===== src/detect_pkg.sv =====
package detect_pkg;

    // per-pixel threshold results
    // bit 0 is the id hit and bit 1 the spot hit
    typedef logic [1:0] mask_bits_t;
    localparam int MASK_ID_BIT = 0;
    localparam int MASK_SPOT_BIT = 1;

    // running coordinate sums over all spot pixels of a frame
    typedef logic [23:0] sum_x_t;
    typedef logic [23:0] sum_y_t;

    // number of spot pixels in a frame
    typedef logic [13:0] pixel_count_t;

    // output buffer depth
    // the upstream also starts out with this many credits
    localparam int FIFO_DEPTH_DEFAULT = 4;

    // output credits held by the mixer
    typedef logic [2:0] credit_count_t;

endpackage


===== src/video_pkg.sv =====
package video_pkg;

    // frame size used in simulation
    // a real sensor overrides it through the top level parameters
    localparam int FRAME_WIDTH_DEFAULT = 64;
    localparam int FRAME_HEIGHT_DEFAULT = 48;

    // pixel position sized for a 1280x720 sensor
    typedef logic [10:0] x_coord_t;
    typedef logic [9:0] y_coord_t;

    // one 8-bit color channel
    typedef logic [7:0] channel_t;

    // one camera pixel word with red in the top byte
    typedef union packed {
        // named view for painting and checking colors
        struct packed {
            channel_t red;
            channel_t green;
            channel_t blue;
        } rgb;
        // indexed view where chan[0] is blue and chan[2] is red
        channel_t [2:0] chan;
    } pixel_word_u;

    // channel numbers in the indexed view
    localparam int CHAN_BLUE = 0;
    localparam int CHAN_RED = 2;

    // overlay colors in red, green, blue byte order
    localparam logic [23:0] COLOR_CROSSHAIR = 24'hFF_FF_FF;
    localparam logic [23:0] COLOR_ID_MARK = 24'hFF_00_FF;

endpackage

===== src/centroid_tracker.sv =====
`timescale 1ns/10ps

module centroid_tracker import video_pkg::*, detect_pkg::*; #(
    parameter int FRAME_WIDTH = FRAME_WIDTH_DEFAULT,
    parameter int FRAME_HEIGHT = FRAME_HEIGHT_DEFAULT
) (
    input  logic       clk_pixel,
    input  logic       recent_reset,
    input  logic       det_valid,
    input  x_coord_t   det_x,
    input  y_coord_t   det_y,
    input  logic       det_frame_end,
    input  mask_bits_t det_mask,
    output x_coord_t   com_x,
    output y_coord_t   com_y,
    output logic       com_valid
);

    // the mean never exceeds the largest coordinate
    // so only this many quotient bits are computed
    localparam int X_BITS = $clog2(FRAME_WIDTH);
    localparam int Y_BITS = $clog2(FRAME_HEIGHT);

    sum_x_t       sum_x;
    sum_y_t       sum_y;
    pixel_count_t spot_count;
    sum_x_t       frame_sum_x;
    sum_y_t       frame_sum_y;
    pixel_count_t frame_count;
    logic         spot_hit;
    logic         frame_done;
    logic         div_start;
    // divider state, one datapath shared by the x and y phases
    pixel_count_t div_count;
    sum_y_t       held_sum_y;
    sum_x_t       div_rem;
    sum_x_t       div_shift;
    logic [3:0]   bit_idx;
    x_coord_t     quot;
    x_coord_t     quot_next;
    x_coord_t     res_x;
    logic         div_busy;
    logic         div_phase_y;
    logic         fits;
    logic         last_step;
    sum_x_t       rem_next;

    assign spot_hit = det_valid && det_mask[MASK_SPOT_BIT];
    assign frame_done = det_valid && det_frame_end;

    // tally including the pixel now on the bus
    assign frame_sum_x = sum_x + (spot_hit ? sum_x_t'(det_x) : sum_x_t'(0));
    assign frame_sum_y = sum_y + (spot_hit ? sum_y_t'(det_y) : sum_y_t'(0));
    assign frame_count = spot_count + pixel_count_t'(spot_hit);

    // empty frames never start the divider
    assign div_start = frame_done && (frame_count != '0);

    always_ff @(posedge clk_pixel) begin
        if (recent_reset || frame_done) begin
            sum_x <= '0;
            sum_y <= '0;
            spot_count <= '0;
        end else begin
            sum_x <= frame_sum_x;
            sum_y <= frame_sum_y;
            spot_count <= frame_count;
        end
    end

    // restoring step against the divisor shifted to the current bit
    assign fits = div_rem >= div_shift;
    assign rem_next = fits ? div_rem - div_shift : div_rem;
    assign quot_next = fits ? (quot | (x_coord_t'(1) << bit_idx)) : quot;
    // a zero remainder leaves only zero quotient bits, so stop early
    assign last_step = (bit_idx == '0) || (rem_next == '0);

    always_ff @(posedge clk_pixel) begin
        if (recent_reset) begin
            div_busy <= 1'b0;
            div_phase_y <= 1'b0;
            com_valid <= 1'b0;
        end else if (div_start) begin
            div_busy <= 1'b1;
            div_phase_y <= 1'b0;
        end else if (div_busy && last_step) begin
            if (div_phase_y) begin
                div_busy <= 1'b0;
                com_valid <= 1'b1;
            end else begin
                div_phase_y <= 1'b1;
            end
        end
    end

    always_ff @(posedge clk_pixel) begin
        if (div_start) begin
            // x phase first, y sum waits in held_sum_y
            div_count <= frame_count;
            held_sum_y <= frame_sum_y;
            div_rem <= frame_sum_x;
            div_shift <= sum_x_t'(frame_count) << (X_BITS - 1);
            bit_idx <= 4'(X_BITS - 1);
            quot <= '0;
        end else if (div_busy) begin
            if (!last_step) begin
                div_rem <= rem_next;
                div_shift <= div_shift >> 1;
                bit_idx <= bit_idx - 1'b1;
                quot <= quot_next;
            end else if (!div_phase_y) begin
                // x done, load the y division
                res_x <= quot_next;
                div_rem <= held_sum_y;
                div_shift <= sum_x_t'(div_count) << (Y_BITS - 1);
                bit_idx <= 4'(Y_BITS - 1);
                quot <= '0;
            end else begin
                // both results update in the same cycle
                com_x <= res_x;
                com_y <= y_coord_t'(quot_next);
            end
        end
    end

endmodule


===== src/mask_detector.sv =====
`timescale 1ns/10ps

module mask_detector import video_pkg::*, detect_pkg::*; #(
    parameter int ID_CHANNEL = CHAN_BLUE,
    parameter int SPOT_CHANNEL = CHAN_RED
) (
    input  logic        clk_pixel,
    input  logic        recent_reset,
    input  logic        in_valid,
    input  pixel_word_u in_pixel,
    input  x_coord_t    in_x,
    input  y_coord_t    in_y,
    input  logic        in_frame_end,
    input  channel_t    lower_threshold,
    input  channel_t    upper_threshold,
    output logic        det_valid,
    output pixel_word_u det_pixel,
    output x_coord_t    det_x,
    output y_coord_t    det_y,
    output logic        det_frame_end,
    output mask_bits_t  det_mask
);

    channel_t id_level;
    channel_t spot_level;
    logic     id_hit;
    logic     spot_hit;

    // pick the two tested channels by number
    assign id_level = in_pixel.chan[ID_CHANNEL];
    assign spot_level = in_pixel.chan[SPOT_CHANNEL];

    // window test with both bounds inclusive
    assign id_hit = (id_level >= lower_threshold) && (id_level <= upper_threshold);
    assign spot_hit = (spot_level >= lower_threshold) && (spot_level <= upper_threshold);

    // one stage of valid
    always_ff @(posedge clk_pixel) begin
        if (recent_reset) begin
            det_valid <= 1'b0;
        end else begin
            det_valid <= in_valid;
        end
    end

    // mask bits travel with their pixel and position
    // so tracker and mixer see them aligned
    always_ff @(posedge clk_pixel) begin
        if (in_valid) begin
            det_pixel <= in_pixel;
            det_x <= in_x;
            det_y <= in_y;
            det_frame_end <= in_frame_end;
            det_mask[MASK_ID_BIT] <= id_hit;
            det_mask[MASK_SPOT_BIT] <= spot_hit;
        end
    end

endmodule


===== src/overlay_mixer.sv =====
`timescale 1ns/10ps

module overlay_mixer import video_pkg::*, detect_pkg::*; #(
    parameter int FIFO_DEPTH = FIFO_DEPTH_DEFAULT
) (
    input  logic        clk_pixel,
    input  logic        recent_reset,
    input  logic        det_valid,
    input  pixel_word_u det_pixel,
    input  x_coord_t    det_x,
    input  y_coord_t    det_y,
    input  mask_bits_t  det_mask,
    input  x_coord_t    com_x,
    input  y_coord_t    com_y,
    input  logic        com_valid,
    input  logic        out_credit,
    output logic        in_credit,
    output logic        out_valid,
    output pixel_word_u out_pixel,
    output x_coord_t    out_x,
    output y_coord_t    out_y
);

    localparam int PTR_W = $clog2(FIFO_DEPTH);
    localparam int CNT_W = $clog2(FIFO_DEPTH + 1);

    pixel_word_u      fifo_pixel [FIFO_DEPTH];
    x_coord_t         fifo_x [FIFO_DEPTH];
    y_coord_t         fifo_y [FIFO_DEPTH];
    logic [PTR_W-1:0] wr_ptr;
    logic [PTR_W-1:0] rd_ptr;
    logic [CNT_W-1:0] fifo_count;
    credit_count_t    out_credit_count;
    pixel_word_u      mix_pixel;
    logic             on_crosshair;
    logic             push;
    logic             pop;

    // pointer wrap for depths that are not a power of two
    function automatic logic [PTR_W-1:0] ptr_inc(input logic [PTR_W-1:0] ptr);
        if (ptr == PTR_W'(FIFO_DEPTH - 1)) begin
            return '0;
        end
        return ptr + 1'b1;
    endfunction

    // crosshair wins over the id mark
    assign on_crosshair = com_valid && ((det_x == com_x) || (det_y == com_y));

    always_comb begin
        mix_pixel = det_pixel;
        if (on_crosshair) begin
            mix_pixel = COLOR_CROSSHAIR;
        end else if (det_mask[MASK_ID_BIT]) begin
            mix_pixel = COLOR_ID_MARK;
        end
    end

    // every beat is consumed downstream since it was paid for with a credit
    assign push = det_valid;
    assign out_valid = (fifo_count != '0) && (out_credit_count != '0);
    assign pop = out_valid;
    assign out_pixel = fifo_pixel[rd_ptr];
    assign out_x = fifo_x[rd_ptr];
    assign out_y = fifo_y[rd_ptr];

    always_ff @(posedge clk_pixel) begin
        if (push) begin
            fifo_pixel[wr_ptr] <= mix_pixel;
            fifo_x[wr_ptr] <= det_x;
            fifo_y[wr_ptr] <= det_y;
        end
    end

    always_ff @(posedge clk_pixel) begin
        if (recent_reset) begin
            wr_ptr <= '0;
            rd_ptr <= '0;
            fifo_count <= '0;
        end else begin
            if (push) begin
                wr_ptr <= ptr_inc(wr_ptr);
            end
            if (pop) begin
                rd_ptr <= ptr_inc(rd_ptr);
            end
            if (push && !pop) begin
                fifo_count <= fifo_count + 1'b1;
            end else if (pop && !push) begin
                fifo_count <= fifo_count - 1'b1;
            end
        end
    end

    // output credits in from downstream, one returned upstream per pop
    always_ff @(posedge clk_pixel) begin
        if (recent_reset) begin
            out_credit_count <= '0;
            in_credit <= 1'b0;
        end else begin
            in_credit <= pop;
            // Saturates so a downstream that overgrants cannot wrap the count
            if (out_credit && !pop && (out_credit_count != '1)) begin
                out_credit_count <= out_credit_count + 1'b1;
            end else if (pop && !out_credit) begin
                out_credit_count <= out_credit_count - 1'b1;
            end
        end
    end

endmodule


===== src/pixel_locator.sv =====
`timescale 1ns/10ps

module pixel_locator import video_pkg::*, detect_pkg::*; #(
    parameter int FRAME_WIDTH = FRAME_WIDTH_DEFAULT,
    parameter int FRAME_HEIGHT = FRAME_HEIGHT_DEFAULT,
    parameter int FIFO_DEPTH = FIFO_DEPTH_DEFAULT
) (
    input  logic        clk_pixel,
    input  logic        recent_reset,
    // camera pixel stream
    input  logic        in_valid,
    input  pixel_word_u in_pixel,
    input  x_coord_t    in_x,
    input  y_coord_t    in_y,
    input  logic        in_frame_end,
    output logic        in_credit,
    // threshold window, held stable within a frame
    input  channel_t    lower_threshold,
    input  channel_t    upper_threshold,
    // overlaid pixel stream
    output logic        out_valid,
    output pixel_word_u out_pixel,
    output x_coord_t    out_x,
    output y_coord_t    out_y,
    input  logic        out_credit,
    // held center of mass
    output x_coord_t    com_x,
    output y_coord_t    com_y,
    output logic        com_valid
);

    // detector outputs shared by tracker and mixer
    logic        det_valid;
    pixel_word_u det_pixel;
    x_coord_t    det_x;
    y_coord_t    det_y;
    logic        det_frame_end;
    mask_bits_t  det_mask;

    // blue selects the id bit and red the spot bit
    mask_detector #(
        .ID_CHANNEL  (CHAN_BLUE),
        .SPOT_CHANNEL(CHAN_RED)
    ) i_mask_detector (
        .clk_pixel      (clk_pixel),
        .recent_reset   (recent_reset),
        .in_valid       (in_valid),
        .in_pixel       (in_pixel),
        .in_x           (in_x),
        .in_y           (in_y),
        .in_frame_end   (in_frame_end),
        .lower_threshold(lower_threshold),
        .upper_threshold(upper_threshold),
        .det_valid      (det_valid),
        .det_pixel      (det_pixel),
        .det_x          (det_x),
        .det_y          (det_y),
        .det_frame_end  (det_frame_end),
        .det_mask       (det_mask)
    );

    centroid_tracker #(
        .FRAME_WIDTH (FRAME_WIDTH),
        .FRAME_HEIGHT(FRAME_HEIGHT)
    ) i_centroid_tracker (
        .clk_pixel    (clk_pixel),
        .recent_reset (recent_reset),
        .det_valid    (det_valid),
        .det_x        (det_x),
        .det_y        (det_y),
        .det_frame_end(det_frame_end),
        .det_mask     (det_mask),
        .com_x        (com_x),
        .com_y        (com_y),
        .com_valid    (com_valid)
    );

    overlay_mixer #(
        .FIFO_DEPTH(FIFO_DEPTH)
    ) i_overlay_mixer (
        .clk_pixel   (clk_pixel),
        .recent_reset(recent_reset),
        .det_valid   (det_valid),
        .det_pixel   (det_pixel),
        .det_x       (det_x),
        .det_y       (det_y),
        .det_mask    (det_mask),
        .com_x       (com_x),
        .com_y       (com_y),
        .com_valid   (com_valid),
        .out_credit  (out_credit),
        .in_credit   (in_credit),
        .out_valid   (out_valid),
        .out_pixel   (out_pixel),
        .out_x       (out_x),
        .out_y       (out_y)
    );

endmodule


===== config.mk =====
export PLATFORM = sky130hd
export DESIGN_NAME = pixel_locator
export DESIGN_NICKNAME = d
export VERILOG_FILES = /design/src/detect_pkg.sv /design/src/video_pkg.sv /design/src/centroid_tracker.sv /design/src/mask_detector.sv /design/src/overlay_mixer.sv /design/src/pixel_locator.sv
export SDC_FILE = /design/constraint.sdc
export NUM_CORES = 1
export LEC_CHECK = 0
export ABC_AREA = 1
export BUFFER_PORTS_ARGS = -buffer_cell sky130_fd_sc_hd__buf_2
export CORE_MARGIN = 2
export CORE_UTILIZATION = 30
export DETAILED_ROUTE_END_ITERATION = 7
export HOLD_SLACK_MARGIN = 0.12
export PLACE_DENSITY_LB_ADDON = 0.3
export SYNTH_ARGS = -nofsm -noshare
export SYNTH_HDL_FRONTEND = slang
export SYNTH_SLANG_ARGS = --single-unit

===== constraint.sdc =====
create_clock -name clk_pixel -period 12.2 [get_ports clk_pixel]
set_clock_uncertainty 0.1 [all_clocks]
set_input_delay 1.83 -clock clk_pixel [delete_from_list [all_inputs] [get_ports clk_pixel]]
set_output_delay 1.83 -clock clk_pixel [all_outputs]
set_load 0.005 [all_outputs]

### After elaboration in Yosys (flattened, before gate mapping)

Memory sizes are Yosys's and may differ from the RTL's. A register that Yosys moved wholly into a read port is not among the register bits.
Index checks and enable logic that the tools add are counted.

* add/subtract/negate cells: 11
* order comparisons: 5
* equality and inequality tests: 7
* reduce and logical (&&, ||, !) cells: 36
* shift operators: 1
* mux-type cells: 43
* bitwise gates (word level): 3

Operators with widths (count)
* 24-bit two-way mux: 9
* 24-bit adder: 2
* 11-bit two-way mux: 4
* 19-bit two-way mux: 2
* 24-bit greater-or-equal comparator: 1
* 24-bit logical NOT: 1
* 24-bit subtractor: 1
* 2-bit two-way mux: 10
* 8-bit greater-or-equal comparator: 2
* 8-bit <= comparator: 2
* 14-bit by 1-bit adder with 14-bit output: 1
* 14-bit nonzero test: 1
* 1-bit logical AND: 13
* 3-bit two-way mux: 4
* 11-bit equality test: 1
* 1-bit two-way mux: 11
* 11-bit bitwise OR: 1
* 1-bit by 4-bit left shift with 11-bit output (first input constant): 1
* 10-bit equality test: 1
* 10-bit two-way mux: 1
* 2-bit nonzero test: 5
* 4-bit two-way mux: 2
* 4-bit AND reduction: 2
* 3-bit by 1-bit adder with 3-bit output (second input constant): 2
* 15 further kinds: 26

* output and inout bits: 69
* register bits: 258
* RAM bits: 180
* memories: 3

Memories
* i_overlay_mixer.fifo_pixel: words 4, width 24, read ports 1, clocked after Yosys merged registers in 1, wr ports 1, line overlay_mixer.sv:27 `pixel_word_u fifo_pixel [FIFO_DEPTH];`
* i_overlay_mixer.fifo_x: words 4, width 11, read ports 1, clocked after Yosys merged registers in 1, wr ports 1, line overlay_mixer.sv:28 `x_coord_t fifo_x [FIFO_DEPTH];`
* i_overlay_mixer.fifo_y: words 4, width 10, read ports 1, clocked after Yosys merged registers in 1, wr ports 1, line overlay_mixer.sv:29 `y_coord_t fifo_y [FIFO_DEPTH];`

### Logic depth before layout (Yosys ltp)

Gate-level depths: netlist of run 1.

* word-level depth: 7
* mapped depth: 25

### Modules after synthesis

Synthesis of run 1 repeated with hierarchy kept, for this count alone.

* cells, all modules: 2262
* area, all modules: 21110.2 µm²

By module, submodules not included
* centroid_tracker: seq. area each 4944.7 µm², cells an instance 1440, area each 11016.8 µm², times used 1
* overlay_mixer: seq. area each 5665.4 µm², cells an instance 640, area each 7813.7 µm², times used 1
* mask_detector: seq. area each 1461.4 µm², cells an instance 182, area each 2279.7 µm², times used 1

### Worst setup path before layout of run 1

No wires, ideal clock.

* kind: register to register
* start: register i_mask_detector.det_valid
* end: register i_centroid_tracker.div_rem[0], enable pin
* required time: 11.707 ns
* buffers on the path: 3
* setup time: 0.393 ns
* stages on the path, launching flop included: 19
* arrival time: 3.529 ns
* period minus slack after synthesis: 4.022 ns
* setup slack: 8.178 ns
* cell sequence: dfxtp_1 > nand2_1 > clkbuf_1 > inv_1 > ha_1 > ha_1 > nand3_1 > nor3_2 > nand3_1 > or2_2 > xnor2_1 > nor2_1 > nand4_1 > nand2_1 > buf_2 > nand2_1 > nand2_4 > buf_8 > inv_1

* cells in the longest elaborated chain, start to end: 6
* elaborated cells on any way between the ends: 8
* classes of those cells: add/sub: 1; eq/ne: 1; reduce/logical: 6

RTL lines
* from (decl): line mask_detector.sv:16 `output logic det_valid,`
* from (signal assigned): line mask_detector.sv:42 `det_valid <= in_valid;`
* 1-bit logical AND (*): line centroid_tracker.sv:48 `assign spot_hit = det_valid && det_mask[MASK_SPOT_BIT];`
* 14-bit by 1-bit adder with 14-bit output (*): line centroid_tracker.sv:54 `assign frame_count = spot_count + pixel_count_t'(spot_hit);`
* via i_centroid_tracker.frame_count[12]: line centroid_tracker.sv:29 `pixel_count_t frame_count;`
* 14-bit nonzero test (*): line centroid_tracker.sv:57 `assign div_start = frame_done && (frame_count != '0);`
* 1-bit logical AND (*): line centroid_tracker.sv:57
* 3-bit by 2-bit != test with 1-bit output (no line) / 2-bit nonzero test (equally long branches)
* 2-bit AND reduction (no line) (*)
* to (signal assigned): line centroid_tracker.sv:101 `div_rem <= frame_sum_x;`
* to (signal assigned): line centroid_tracker.sv:107 `div_rem <= rem_next;`
* to (signal assigned): line centroid_tracker.sv:114 `div_rem <= held_sum_y;`
* to (decl): line centroid_tracker.sv:36 `sum_x_t div_rem;`

The timed path passes the listed nets; every way through them passes the cells marked *.
A chain may end at the register's enable or synchronous reset.

### Final worst setup path of run 1

* start: register i_mask_detector.det_valid
* end: register i_centroid_tracker.res_x[8], enable pin

* cells in the longest elaborated chain, start to end: 6
* elaborated cells on any way between the ends: 7
* classes of those cells: add/sub: 1; bitwise: 1; reduce/logical: 5

RTL lines
* 1-bit logical AND: line centroid_tracker.sv:48
* 14-bit by 1-bit adder with 14-bit output: line centroid_tracker.sv:54
* 14-bit nonzero test: line centroid_tracker.sv:57
* 1-bit logical AND (*): line centroid_tracker.sv:57
* via i_centroid_tracker.div_start: line centroid_tracker.sv:32 `logic div_start;`
* 1-bit inverter (no line) (*)
* 4-bit AND reduction (no line) (*)
* to (signal assigned): line centroid_tracker.sv:113 `res_x <= quot_next;`
* to (decl): line centroid_tracker.sv:41 `x_coord_t res_x;`

Marked as above.

==> results.py, run 1 <==
metrics = {
    "setup_path": {
        "r2r_slack_ns": 7.05,
        "startpoint_type": "register",
        "critical_path_arrival_ns": 5.25,
        "cp_slowest_cell": "nor2_1",
        "endpoint_kind": "register",
        "critical_path.max_stage_delay_ns": 0.85,
        "path_cells": "nand2_1, inv_1, ha_1, ha_1, nand3_1, nor3_2, xor2_1, nand4_1, nor3_1, nand4_1, nand2_2, inv_2, nor2_1, nand2_1, nor2_1",
        "crit_type": "reg2reg",
        "rr_startpoint": "i_mask_detector.det_valid$_SDFF_PP0_",
        "r2r.worst_path.cells": 15,
        "timing.rr.end": "i_centroid_tracker.res_x[8]$_DFFE_PP_",
        "crit_fanout": 20,
        "required_ns": 12.30,
    },
    "global_routing": {
        "antenna_found_initial": 2,
        "grtUsageTotal_pct": 15.0,
        "grt_pass1_wl_um": 82900,
        "grt_pass1_vias": 14800,
        "grt_max_degree": 92,
        "gr-total-overflow": 0,
    },
    "sta": {
        "rsz0062_at_grt": "no",
        "slew_violations": 0,
        "fmax_ghz": 0.194,
        "fin_tns_setup_ns": 0,
        "slew-limit-headroom_pct": 23.2,
        "period_share_pct": 42.2,
        "hold_viol_final": 0,
        "setup_viol": 0,
        "hold_ws_ns": 0.324,
        "worst_pin_slew_ns": 1.15,
        "period_minus_slack_ns": 5.15,
    },
    "power": {
        "p_per_area_nw_per_um2": 173,
        "leakagePower_nw": 9.89,
        "vdd_ir_drop_max_uv": 133,
        "power_w": 0.00414,
    },
    "synth": {
        "avgSynthCellArea_um2": 9.64,
        "synth_cell_types": 50,
        "synth.area.top_cells": "edfxtp_1 49%, dfxtp_1 9.5%, nand2_1 7.3%, inv_1 5.4%, ha_1 5.1%",
        "synth_top_area_share_pct": 48.5,
        "yosysMostFrequentCell": "nand2_1",
        "async_reset_ff_share_pct": 0,
        "ys.warnings.count": 0,
        "syn-instance-count": 2157,
        "synth_top_cell_by_area": "edfxtp_1",
        "synth_commonest_cells": "406 x nand2_1, 336 x edfxtp_1, 297 x inv_1",
        "syn_nets": 2313,
        "synth_area_um2": 20800,
        "ys.flop_type": "edfxtp_1",
        "ys_seq_area_share_pct": 58.1,
        "synth-edff-count": 336,
        "synth-seq-cells": 435,
    },
    "final_layout": {
        "nets": 2444,
        "syn2layout_area_growth_pct": 15.0,
        "finish.utilization_pct": 34.9,
        "drive_above_1_share_pct": 11.3,
        "fillCellCount": 6912,
        "multiInputGateArea_um2": 7260,
        "finalNonFillerCells": 3257,
        "seq_area_um2": 12100,
    },
    "routing": {
        "viasPerCell": 4.63,
        "ant_nets": 0,
        "num_vias": 15100,
        "post_drt_wl_per_cell_um": 16.7,
        "drc_errors": 0,
        "dr.pass1.iters": 5,
        "drt_iter0_markers": 987,
        "finalWirelength_um": 54500,
    },
    "clock_network": {
        "clockRootBuffer": "clkbuf_16",
        "postCtsSetupRepairBufs": 0,
        "hold_buffers": 0,
        "cts_tree": "done",
        "clk_pin_slew_ns": 0.06,
        "cts.htree.levels": 2,
        "cts.repair.resized": 0,
        "cts_buffers": 48,
        "clockBufferDepth": 3,
        "clock_latency_ns": 0.59,
        "cts_sinks": 435,
    },
    "die": {
        "initial_core_util_pct": 30.3,
        "die-area_um2": 71400,
        "die_h_um": 267,
        "core_area_um2": 68600,
        "rows": 96,
        "pin_count": 135,
        "die_x_um": 267,
    },
    "min_path": {
        "holdPathStages": 0,
        "min_to": "i_centroid_tracker.com_x[2]$_DFFE_PP_",
        "holdCritPathClass": "reg2reg",
        "hp-start": "i_centroid_tracker.res_x[2]$_DFFE_PP_",
    },
    "placement": {
        "placed_cells": 3169,
        "numPortBuffers": 134,
        "hpwl_um": 38300,
        "place_congestion": 0.877,
    },
    "flow_run": {
        "drv_cap": 0,
    },
    "outcome": {
        "status": "complete, no violations",
    },
}
[cell usage in the layout, fill, tap and decap left out, drive strengths merged, types with 3 or more instances in the layout]
master  synthesis  routed
a21o            3       3
a31oi           3       3
buf            16     148
and2            3       3
nor2          268     268
or2             8       8
nand3         122     122
ha             85      85
nor3           20      20
xnor2          18      18
fa              5       5
nor4            5       5
o21ai         173     173
clkbuf         51      61
nand3b         16      16
o21a            4       4
bufinv          0       3
a31o            5       5
edfxtp        336     336
o22ai          45      45
dfxtp          99      99
nand4          23      23
inv           300     301
o21bai          5       5
xor2           52      52
clkinv          2      22
a21oi          61      61
nand2         415     415
[where the power goes]
part | switching [W] | total (W) | internal [W]
sequential | 0.0000529 | 0.00176 | 0.00170
clock | 0.000589 | 0.00139 | 0.000803
combinational | 0.000664 | 0.000995 | 0.000331
[worst max path at each step]
stage / startpoint / endpoint / slack (ns) / cells after the start
floorplan: i_mask_detector.det_valid$_SDFF_PP0_ / i_centroid_tracker.div_rem[0]$_DFFE_PP_ / 8.18 / 18
global placement: i_centroid_tracker.div_rem[14]$_DFFE_PP_ / i_centroid_tracker.com_y[2]$_DFFE_PP_ / 7.27 / 18
detailed placement: i_mask_detector.det_valid$_SDFF_PP0_ / i_centroid_tracker.com_x[2]$_DFFE_PP_ / 7.14 / 15
CTS: i_mask_detector.det_valid$_SDFF_PP0_ / i_centroid_tracker.res_x[1]$_DFFE_PP_ / 7.10 / 16
global route: i_mask_detector.det_valid$_SDFF_PP0_ / i_centroid_tracker.com_x[8]$_DFFE_PP_ / 6.53 / 15
finish: i_mask_detector.det_valid$_SDFF_PP0_ / i_centroid_tracker.res_x[8]$_DFFE_PP_ / 7.05 / 15
[worst max-delay path, delay by kind of cell, from the launching register on]
kind,cells,cell delay [ns]
xor+xnor,1,0.32
fa+ha+maj,2,0.41
buf+inv,2,0.30
flops,1,0.47
simple gates,10,3.17
[area by class of cell]
| type | count | area share (%) |
|---|---|---|
| multi-input cells | 1353 | 30.4 |
| clock inverters | 26 | 1.01 |
| inverters | 302 | 4.74 |
| repair buffers | 148 | 3.24 |
| flip-flops and latches | 435 | 50.5 |
| well taps | 931 | 4.87 |
| diodes | 1 | 0.0105 |
| clock buffers | 61 | 5.31 |
[flip-flops by register name (all words and copies together), names as in the netlist, 19 cells and up, named ones only]
name,flops
i_centroid_tracker.div_rem,24
i_centroid_tracker.div_shift,19
i_centroid_tracker.held_sum_y,24
i_centroid_tracker.sum_x,24
i_centroid_tracker.sum_y,24
i_mask_detector.det_pixel,24
i_overlay_mixer.fifo_pixel,96
i_overlay_mixer.fifo_x,44
i_overlay_mixer.fifo_y,40
[per-layer routing]
metal / up-vias / part of all wire, % / track usage [%]
met2: 345 / 48 / 25.4
met4: 0 / 2.9 / 4.87
met1: 7184 / 44 / 19.0
met5: - / 0 / 0
li1: 7468 / - / -
met3: 89 / 5.3 / 3.19
[logic make-up (layout without fill, tap and decap cells)]
kind of cell	Yosys count	count (layout)	synth area share [%]
AND/OR/NAND/NOR	882	882	18.1
other	0	1	0
XOR/XNOR	70	70	2.98
adder cells (fa/ha/maj)	90	90	5.60
AO/OA/AOI/OAI	311	311	8.21
buffers and inverters	369	537	7.04
flip-flops	435	435	58.1
[through the flow]
stage / setup slack (ns) / cell area, µm²
CTS: 7.10 / 23900
global route: 6.53 / 23900
detailed placement: 7.14 / 22400
floorplan: 8.18 / 20800
global placement: 7.27 / 22400
finish: 7.05 / 23900
Note: power is estimated with default switching activity, not from simulation.
==> run 2, diff against run 1 <==
clock period = 4.3 ns   (was 12.2 ns; I/O delays follow)
==> run 2 against run 1 <==
Count of clock-buffer cells in the layout down 5. Die area unchanged. Fmax is 34% higher. Critical path depth rose by 8. Cell count increased by 1.1%. Via count up 0.48%. Non-clock buffer count is 41 higher. Flip-flop and latch count stayed put. Combinational power rose to 2.9 times the previous value. Critical path type unchanged.
==> results.py, run 2 (same netlist as run 1, synthesis figures left out) <==
metrics = {
    "sta": {
        "setup_viol": 0,
        "slew-limit-headroom_pct": 34.0,
        "period_minus_slack_ns": 3.83,
        "hold_ws_ns": 0.157,
        "period_share_pct": 89.2,
        "fin_tns_setup_ns": 0,
        "hold_viol_final": 0,
        "fin_ws_ns": 0.466,
        "rsz0062_at_grt": "no",
        "fmax_ghz": 0.261,
        "worst_pin_slew_ns": 0.989,
        "slew_violations": 0,
    },
    "final_layout": {
        "final_common_cell": "nand2_1",
        "drive_above_1_share_pct": 11.8,
        "final_cell_mix": "405 x nand2_1, 336 x edfxtp_1, 293 x inv_1, 261 x nor2_1, 159 x o21ai_0",
        "finalNonFillerCells": 3294,
        "syn2layout_area_growth_pct": 16.9,
        "nets": 2482,
        "top_regs": "i_overlay_mixer.fifo_pixel: 96 flops, i_overlay_mixer.fifo_x: 44 flops, i_overlay_mixer.fifo_y: 40 flops",
        "largest_register_ff_count": 96,
        "top_register": "i_overlay_mixer.fifo_pixel",
    },
    "placement": {
        "hpwl_um": 38400,
        "place_ws_ns": 0.464,
        "numPortBuffers": 134,
        "placed_cells": 3183,
        "place_congestion": 0.885,
    },
    "global_routing": {
        "grt_max_degree": 91,
        "grt_pass1_vias": 14700,
        "grt_pass1_wl_um": 82400,
        "antenna_found_initial": 1,
        "gr-total-overflow": 0,
        "grtUsageTotal_pct": 14.9,
    },
    "die": {
        "die_h_um": 267,
        "die-area_um2": 71400,
        "core_area_um2": 68600,
        "initial_core_util_pct": 30.3,
        "die_x_um": 267,
        "pin_count": 135,
        "rows": 96,
    },
    "min_path": {
        "hp-start": "in_x[3]",
        "holdCritPathClass": "in2reg",
        "holdPathStages": 1,
        "min_to": "i_mask_detector.det_x[3]$_DFFE_PP_",
    },
    "clock_network": {
        "cts_sinks": 435,
        "clockRootBuffer": "clkbuf_16",
        "clockBufferDepth": 3,
        "cts_tree": "done",
        "postCtsSetupRepairBufs": 0,
        "cts.repair.resized": 0,
        "cts.htree.levels": 2,
        "clock_latency_ns": 0.60,
        "clk_pin_slew_ns": 0.06,
        "cts_buffers": 45,
    },
    "power": {
        "p_per_area_nw_per_um2": 484,
        "switchingPower_w": 0.00370,
        "combPwrFrac_pct": 24.3,
        "switching_share_pct": 31.5,
        "power_w": 0.0118,
        "p_clk_share_pct": 33.3,
        "vdd_ir_drop_max_uv": 628,
        "pwr-share-seq_pct": 42.4,
        "p_int_w": 0.00806,
        "leakagePower_nw": 10.1,
    },
    "setup_path": {
        "crit_type": "reg2reg",
        "startpoint_type": "register",
        "r2r.worst_path.cells": 23,
        "crit_fanout": 38,
        "r2r_slack_ns": 0.47,
        "timing.rr.end": "i_centroid_tracker.div_rem[21]$_DFFE_PP_",
        "rr_startpoint": "i_centroid_tracker.div_rem[0]$_DFFE_PP_",
        "required_ns": 4.52,
        "critical_path_arrival_ns": 4.05,
        "endpoint_kind": "register",
    },
    "routing": {
        "post_drt_wl_per_cell_um": 16.4,
        "finalWirelength_um": 53900,
        "drc_errors": 0,
        "num_vias": 15200,
        "dr.pass1.iters": 5,
        "drt_iter0_markers": 1096,
        "viasPerCell": 4.60,
        "ant_nets": 0,
    },
    "outcome": {
        "status": "complete, no violations",
    },
    "flow_run": {
        "drv_cap": 0,
    },
}
run 2: cell count changes in the layout (fill, tap and decap cells not counted), moves of 2 or more:
cell,before,now
clkinv_4,1,3
clkbuf_1,11,8
buf_4,14,26
clkbuf_16,48,45
clkinv_2,7,10
clkinv_1,11,6
dlygate4sd3_1,0,27
buf_12,0,2
clkinv_8,3,1
run 2: critical path: stages, from the launching register on:
cell	delay, ns
edfxtp_1	0.32
inv_1	0.08
ha_1	0.22
fa_1	0.41
inv_1	0.11
nand2_1	0.06
nand2_1	0.07
nand3_1	0.09
nand2_2	0.13
nand2_2	0.12
nand4_4	0.30
buf_4	0.24
nand2_1	0.07
nand2_1	0.09
nand2_1	0.06
nor2_1	0.10
nand2_1	0.05
nor2_1	0.11
nand2_2	0.11
nand2_4	0.15
buf_12	0.21
nand2_1	0.15
nand3_1	0.11
o21ai_0	0.10
run 2: routing by layer:
metal / part of all wire, % / up-vias / global-route usage (%)
met4: 2.2 / 0 / 4.19
met2: 48 / 302 / 25.2
li1: - / 7543 / -
met5: 0 / - / 0
met1: 45 / 7240 / 19.4
met3: 4.9 / 73 / 2.54
run 2: worst max path at each step:
| stage | start | end | slack [ns] | cells past startpoint |
|---|---|---|---|---|
| global route | i_mask_detector.det_valid$_SDFF_PP0_ | i_centroid_tracker.com_y[6]$_DFFE_PP_ | 0.11 | 16 |
| global placement | i_centroid_tracker.div_rem[0]$_DFFE_PP_ | i_centroid_tracker.div_rem[21]$_DFFE_PP_ | 0.51 | 23 |
| floorplan | i_mask_detector.det_valid$_SDFF_PP0_ | i_centroid_tracker.div_rem[0]$_DFFE_PP_ | 0.28 | 18 |
| finish | i_centroid_tracker.div_rem[0]$_DFFE_PP_ | i_centroid_tracker.div_rem[21]$_DFFE_PP_ | 0.47 | 23 |
| detailed placement | i_centroid_tracker.div_rem[0]$_DFFE_PP_ | i_centroid_tracker.div_rem[22]$_DFFE_PP_ | 0.46 | 23 |
| CTS | i_mask_detector.det_valid$_SDFF_PP0_ | i_centroid_tracker.com_y[8]$_DFFE_PP_ | 0.45 | 16 |
run 2: what timing repair did:
item	4_1_cts	5_1_grt
hold buffers	27	0
hold endpoints to repair	27	0
endpoints found under the setup margin	0	0
run 2: power groups by stage:
| stage | sequential (W) | combinational (W) | clock [W] |
|---|---|---|---|
| final | 0.00499 | 0.00286 | 0.00392 |
| after global routing | 0.00502 | 0.00320 | 0.00417 |
| after CTS | 0.00499 | 0.00289 | 0.00402 |
| after detailed placement | 0.00508 | 0.00285 | 0 |
| after global placement | 0.00507 | 0.00281 | 0 |
| after floorplan | 0.00501 | 0.00180 | 0 |
run 2: final cells by class:
cell class                 count  area, µm²
antenna                        1       2.50
clock buffer                  56       1200
clock inverter                27        302
fill                        6908      44300
inverter                     302       1130
multi-input combinational   1353       7260
sequential                   435      12100
tap                          931       1160
timing repair buffer         189       1180
run 2: metrics by stage:
| step | utilization (%) | area (µm²) |
|---|---|---|
| after floorplan | - | 20800 |
| after global placement | 32.9 | 22500 |
| after detailed placement | 32.9 | 22500 |
| after CTS | 35.4 | 24300 |
| after global routing | 35.4 | 24300 |
| final | 35.4 | 24300 |
==> run 3, diff against run 2 <==
--- a/config.mk
+++ b/config.mk
@@ -9,3 +9,3 @@
 export BUFFER_PORTS_ARGS = -buffer_cell sky130_fd_sc_hd__buf_2
-export CORE_MARGIN = 2
+export CORE_ASPECT_RATIO = 1.5
 export CORE_UTILIZATION = 30
==> constraint.sdc (replaced) <==
create_clock -name clk_pixel -period 4.3 [get_ports clk_pixel]
set_clock_uncertainty 0.1 [all_clocks]
set_input_delay 0.86 -clock clk_pixel [delete_from_list [all_inputs] [get_ports clk_pixel]]
set_output_delay 0.86 -clock clk_pixel [all_outputs]
set_load 0.005 [all_outputs]
==> run 3 against run 2 <==
Setup slack worse by 0.12 ns. Via count rose by 0.92%. Sequential power about the same. Critical path depth down 5. Largest power group unchanged. Cell count fell by 2.0%. Critical path type unchanged.
==> results.py, run 3 (same netlist as run 1, synthesis figures left out) <==
metrics = {
    "outcome": {
        "status": "complete, no violations",
    },
    "setup_path": {
        "crit_type": "reg2reg",
        "critical_path.max_stage_delay_ns": 0.46,
        "cp_slowest_cell": "edfxtp_1",
        "required_ns": 4.47,
        "startpoint_type": "register",
        "rr_startpoint": "i_centroid_tracker.div_rem[15]$_DFFE_PP_",
        "startpoint": "i_centroid_tracker.div_rem[15]$_DFFE_PP_",
        "cp_top_family": "simple AND/OR/NAND/NOR gates",
        "endpoint_kind": "register",
        "critical_path_arrival_ns": 4.13,
        "path_cells": "ha_1, a21oi_1, nand2_1, inv_1, nand2_1, nand2_1, nand4_2, o21ai_2, nand2_1, nor2_1, nand2_1, nor2_2, nand2_2, nand2_4, buf_4, nand2_1, nand3_1, o21ai_0",
        "cp_num_buf_inv": 2,
        "crit_fanout": 26,
        "path_common_cell": "nand2_1",
    },
    "power": {
        "pwr-share-seq_pct": 43.1,
        "switching_share_pct": 31.4,
        "switchingPower_w": 0.00364,
        "power_w": 0.0116,
        "combPwrFrac_pct": 24.3,
        "vdd_ir_drop_max_uv": 306,
        "leakagePower_nw": 9.92,
        "p_int_w": 0.00795,
        "p_clk_share_pct": 32.6,
        "p_per_area_nw_per_um2": 485,
    },
    "sta": {
        "slew_violations": 0,
        "period_share_pct": 92.1,
        "hold_ws_ns": 0.319,
        "setup_viol": 0,
        "hold_viol_final": 0,
        "fmax_ghz": 0.253,
        "rsz0062_at_grt": "no",
        "slew-limit-headroom_pct": 25.0,
        "fin_tns_setup_ns": 0,
        "worst_pin_slew_ns": 1.12,
        "period_minus_slack_ns": 3.96,
    },
    "routing": {
        "num_vias": 15300,
        "finalWirelength_um": 55500,
        "drt_iter0_markers": 986,
        "viasPerCell": 4.74,
        "dr.pass1.iters": 5,
        "post_drt_wl_per_cell_um": 17.2,
        "drc_errors": 0,
        "ant_nets": 0,
    },
    "final_layout": {
        "syn2layout_area_growth_pct": 15.0,
        "n_antenna_cell": 0,
        "finalNonFillerCells": 3229,
        "drive_above_1_share_pct": 11.6,
        "fin_area_um2": 23900,
        "top_regs": "i_overlay_mixer.fifo_pixel: 96 flops, i_overlay_mixer.fifo_x: 44 flops, i_overlay_mixer.fifo_y: 40 flops",
        "largest_register_ff_count": 96,
        "final_common_cell": "nand2_1",
        "final_cell_mix": "405 x nand2_1, 336 x edfxtp_1, 293 x inv_1, 261 x nor2_1, 157 x o21ai_0",
        "top_register": "i_overlay_mixer.fifo_pixel",
        "nets": 2457,
    },
    "clock_network": {
        "cts_buffers": 44,
        "clockRootBuffer": "clkbuf_16",
        "postCtsSetupRepairBufs": 0,
        "hold_buffers": 0,
        "clk_pin_slew_ns": 0.06,
        "cts_sinks": 435,
        "cts.repair.resized": 0,
        "clock_latency_ns": 0.58,
        "cts_tree": "done",
        "clockBufferDepth": 3,
        "cts.htree.levels": 2,
    },
    "die": {
        "initial_core_util_pct": 30.5,
        "rows": 117,
        "die-area_um2": 70400,
        "die_x_um": 217,
        "die_h_um": 324,
        "pin_count": 135,
        "core_area_um2": 68200,
    },
    "min_path": {
        "hp-start": "i_centroid_tracker.res_x[5]$_DFFE_PP_",
        "holdCritPathClass": "reg2reg",
    },
    "global_routing": {
        "antenna_found_initial": 1,
        "grt_max_degree": 57,
        "grt_pass1_vias": 15400,
        "grt_pass1_wl_um": 85800,
        "gr-total-overflow": 0,
        "grtUsageTotal_pct": 15.7,
    },
    "placement": {
        "placed_cell_area_um2": 22500,
        "place_congestion": 0.902,
        "placed_cells": 3146,
        "hpwl_um": 40500,
        "numPortBuffers": 134,
    },
    "flow_run": {
        "drv_cap": 0,
    },
}
run 3: cell count changes in the layout (fill, tap and decap cells not counted), sizes merged, moves of 2 or more:
cell and change:
buf +2, clkinv -11, clkbuf +16, dlygate4sd3 -27, clkinvlp -2, bufinv -3
run 3: metal layers:
metal	GRT usage [%]	vias to the layer above	share of wire, %
li1	-	7491	-
met1	17.1	7344	39
met2	29.6	350	53
met3	1.94	110	3.5
met4	7.47	2	4.5
met5	0	-	0.023
run 3: power groups by stage:
stage | registers, W | clock network, W | logic (W)
final | 0.00500 | 0.00378 | 0.00281
after global routing | 0.00502 | 0.00403 | 0.00316
after CTS | 0.00500 | 0.00389 | 0.00286
after detailed placement | 0.00509 | 0 | 0.00285
after global placement | 0.00508 | 0 | 0.00279
after floorplan | 0.00501 | 0 | 0.00180
run 3: through the flow:
step / worst slack (ns) / utilization [%]
6_report: 0.341 / 35.1
5_1_grt: 0.0348 / 35.1
4_1_cts: 0.0861 / 35.0
3_5_place_dp: 0.123 / 33.0
3_3_place_gp: 0.133 / 33.0
2_1_floorplan: 0.278 / -
run 3: path summary, 6_finish.rpt:
check	end	slack, ns	cells past startpoint
worst min-delay path	i_centroid_tracker.com_x[5]$_DFFE_PP_	0.32	0
worst max register to register	i_centroid_tracker.div_rem[16]$_DFFE_PP_	0.34	18
worst min register to register	i_centroid_tracker.com_x[5]$_DFFE_PP_	0.32	0
worst max-delay path	i_centroid_tracker.div_rem[16]$_DFFE_PP_	0.34	18
run 3: final cells by class:
type                            instances  area (µm²)
Multi-Input combinational cell       1354        7280
Clock buffer                           72        1310
Inverter                              302        1130
Fill cell                            6926       44300
Tap cell                              892        1120
Sequential cell                       435       12100
Timing Repair Buffer                  164         896
Clock inverter                         10         113
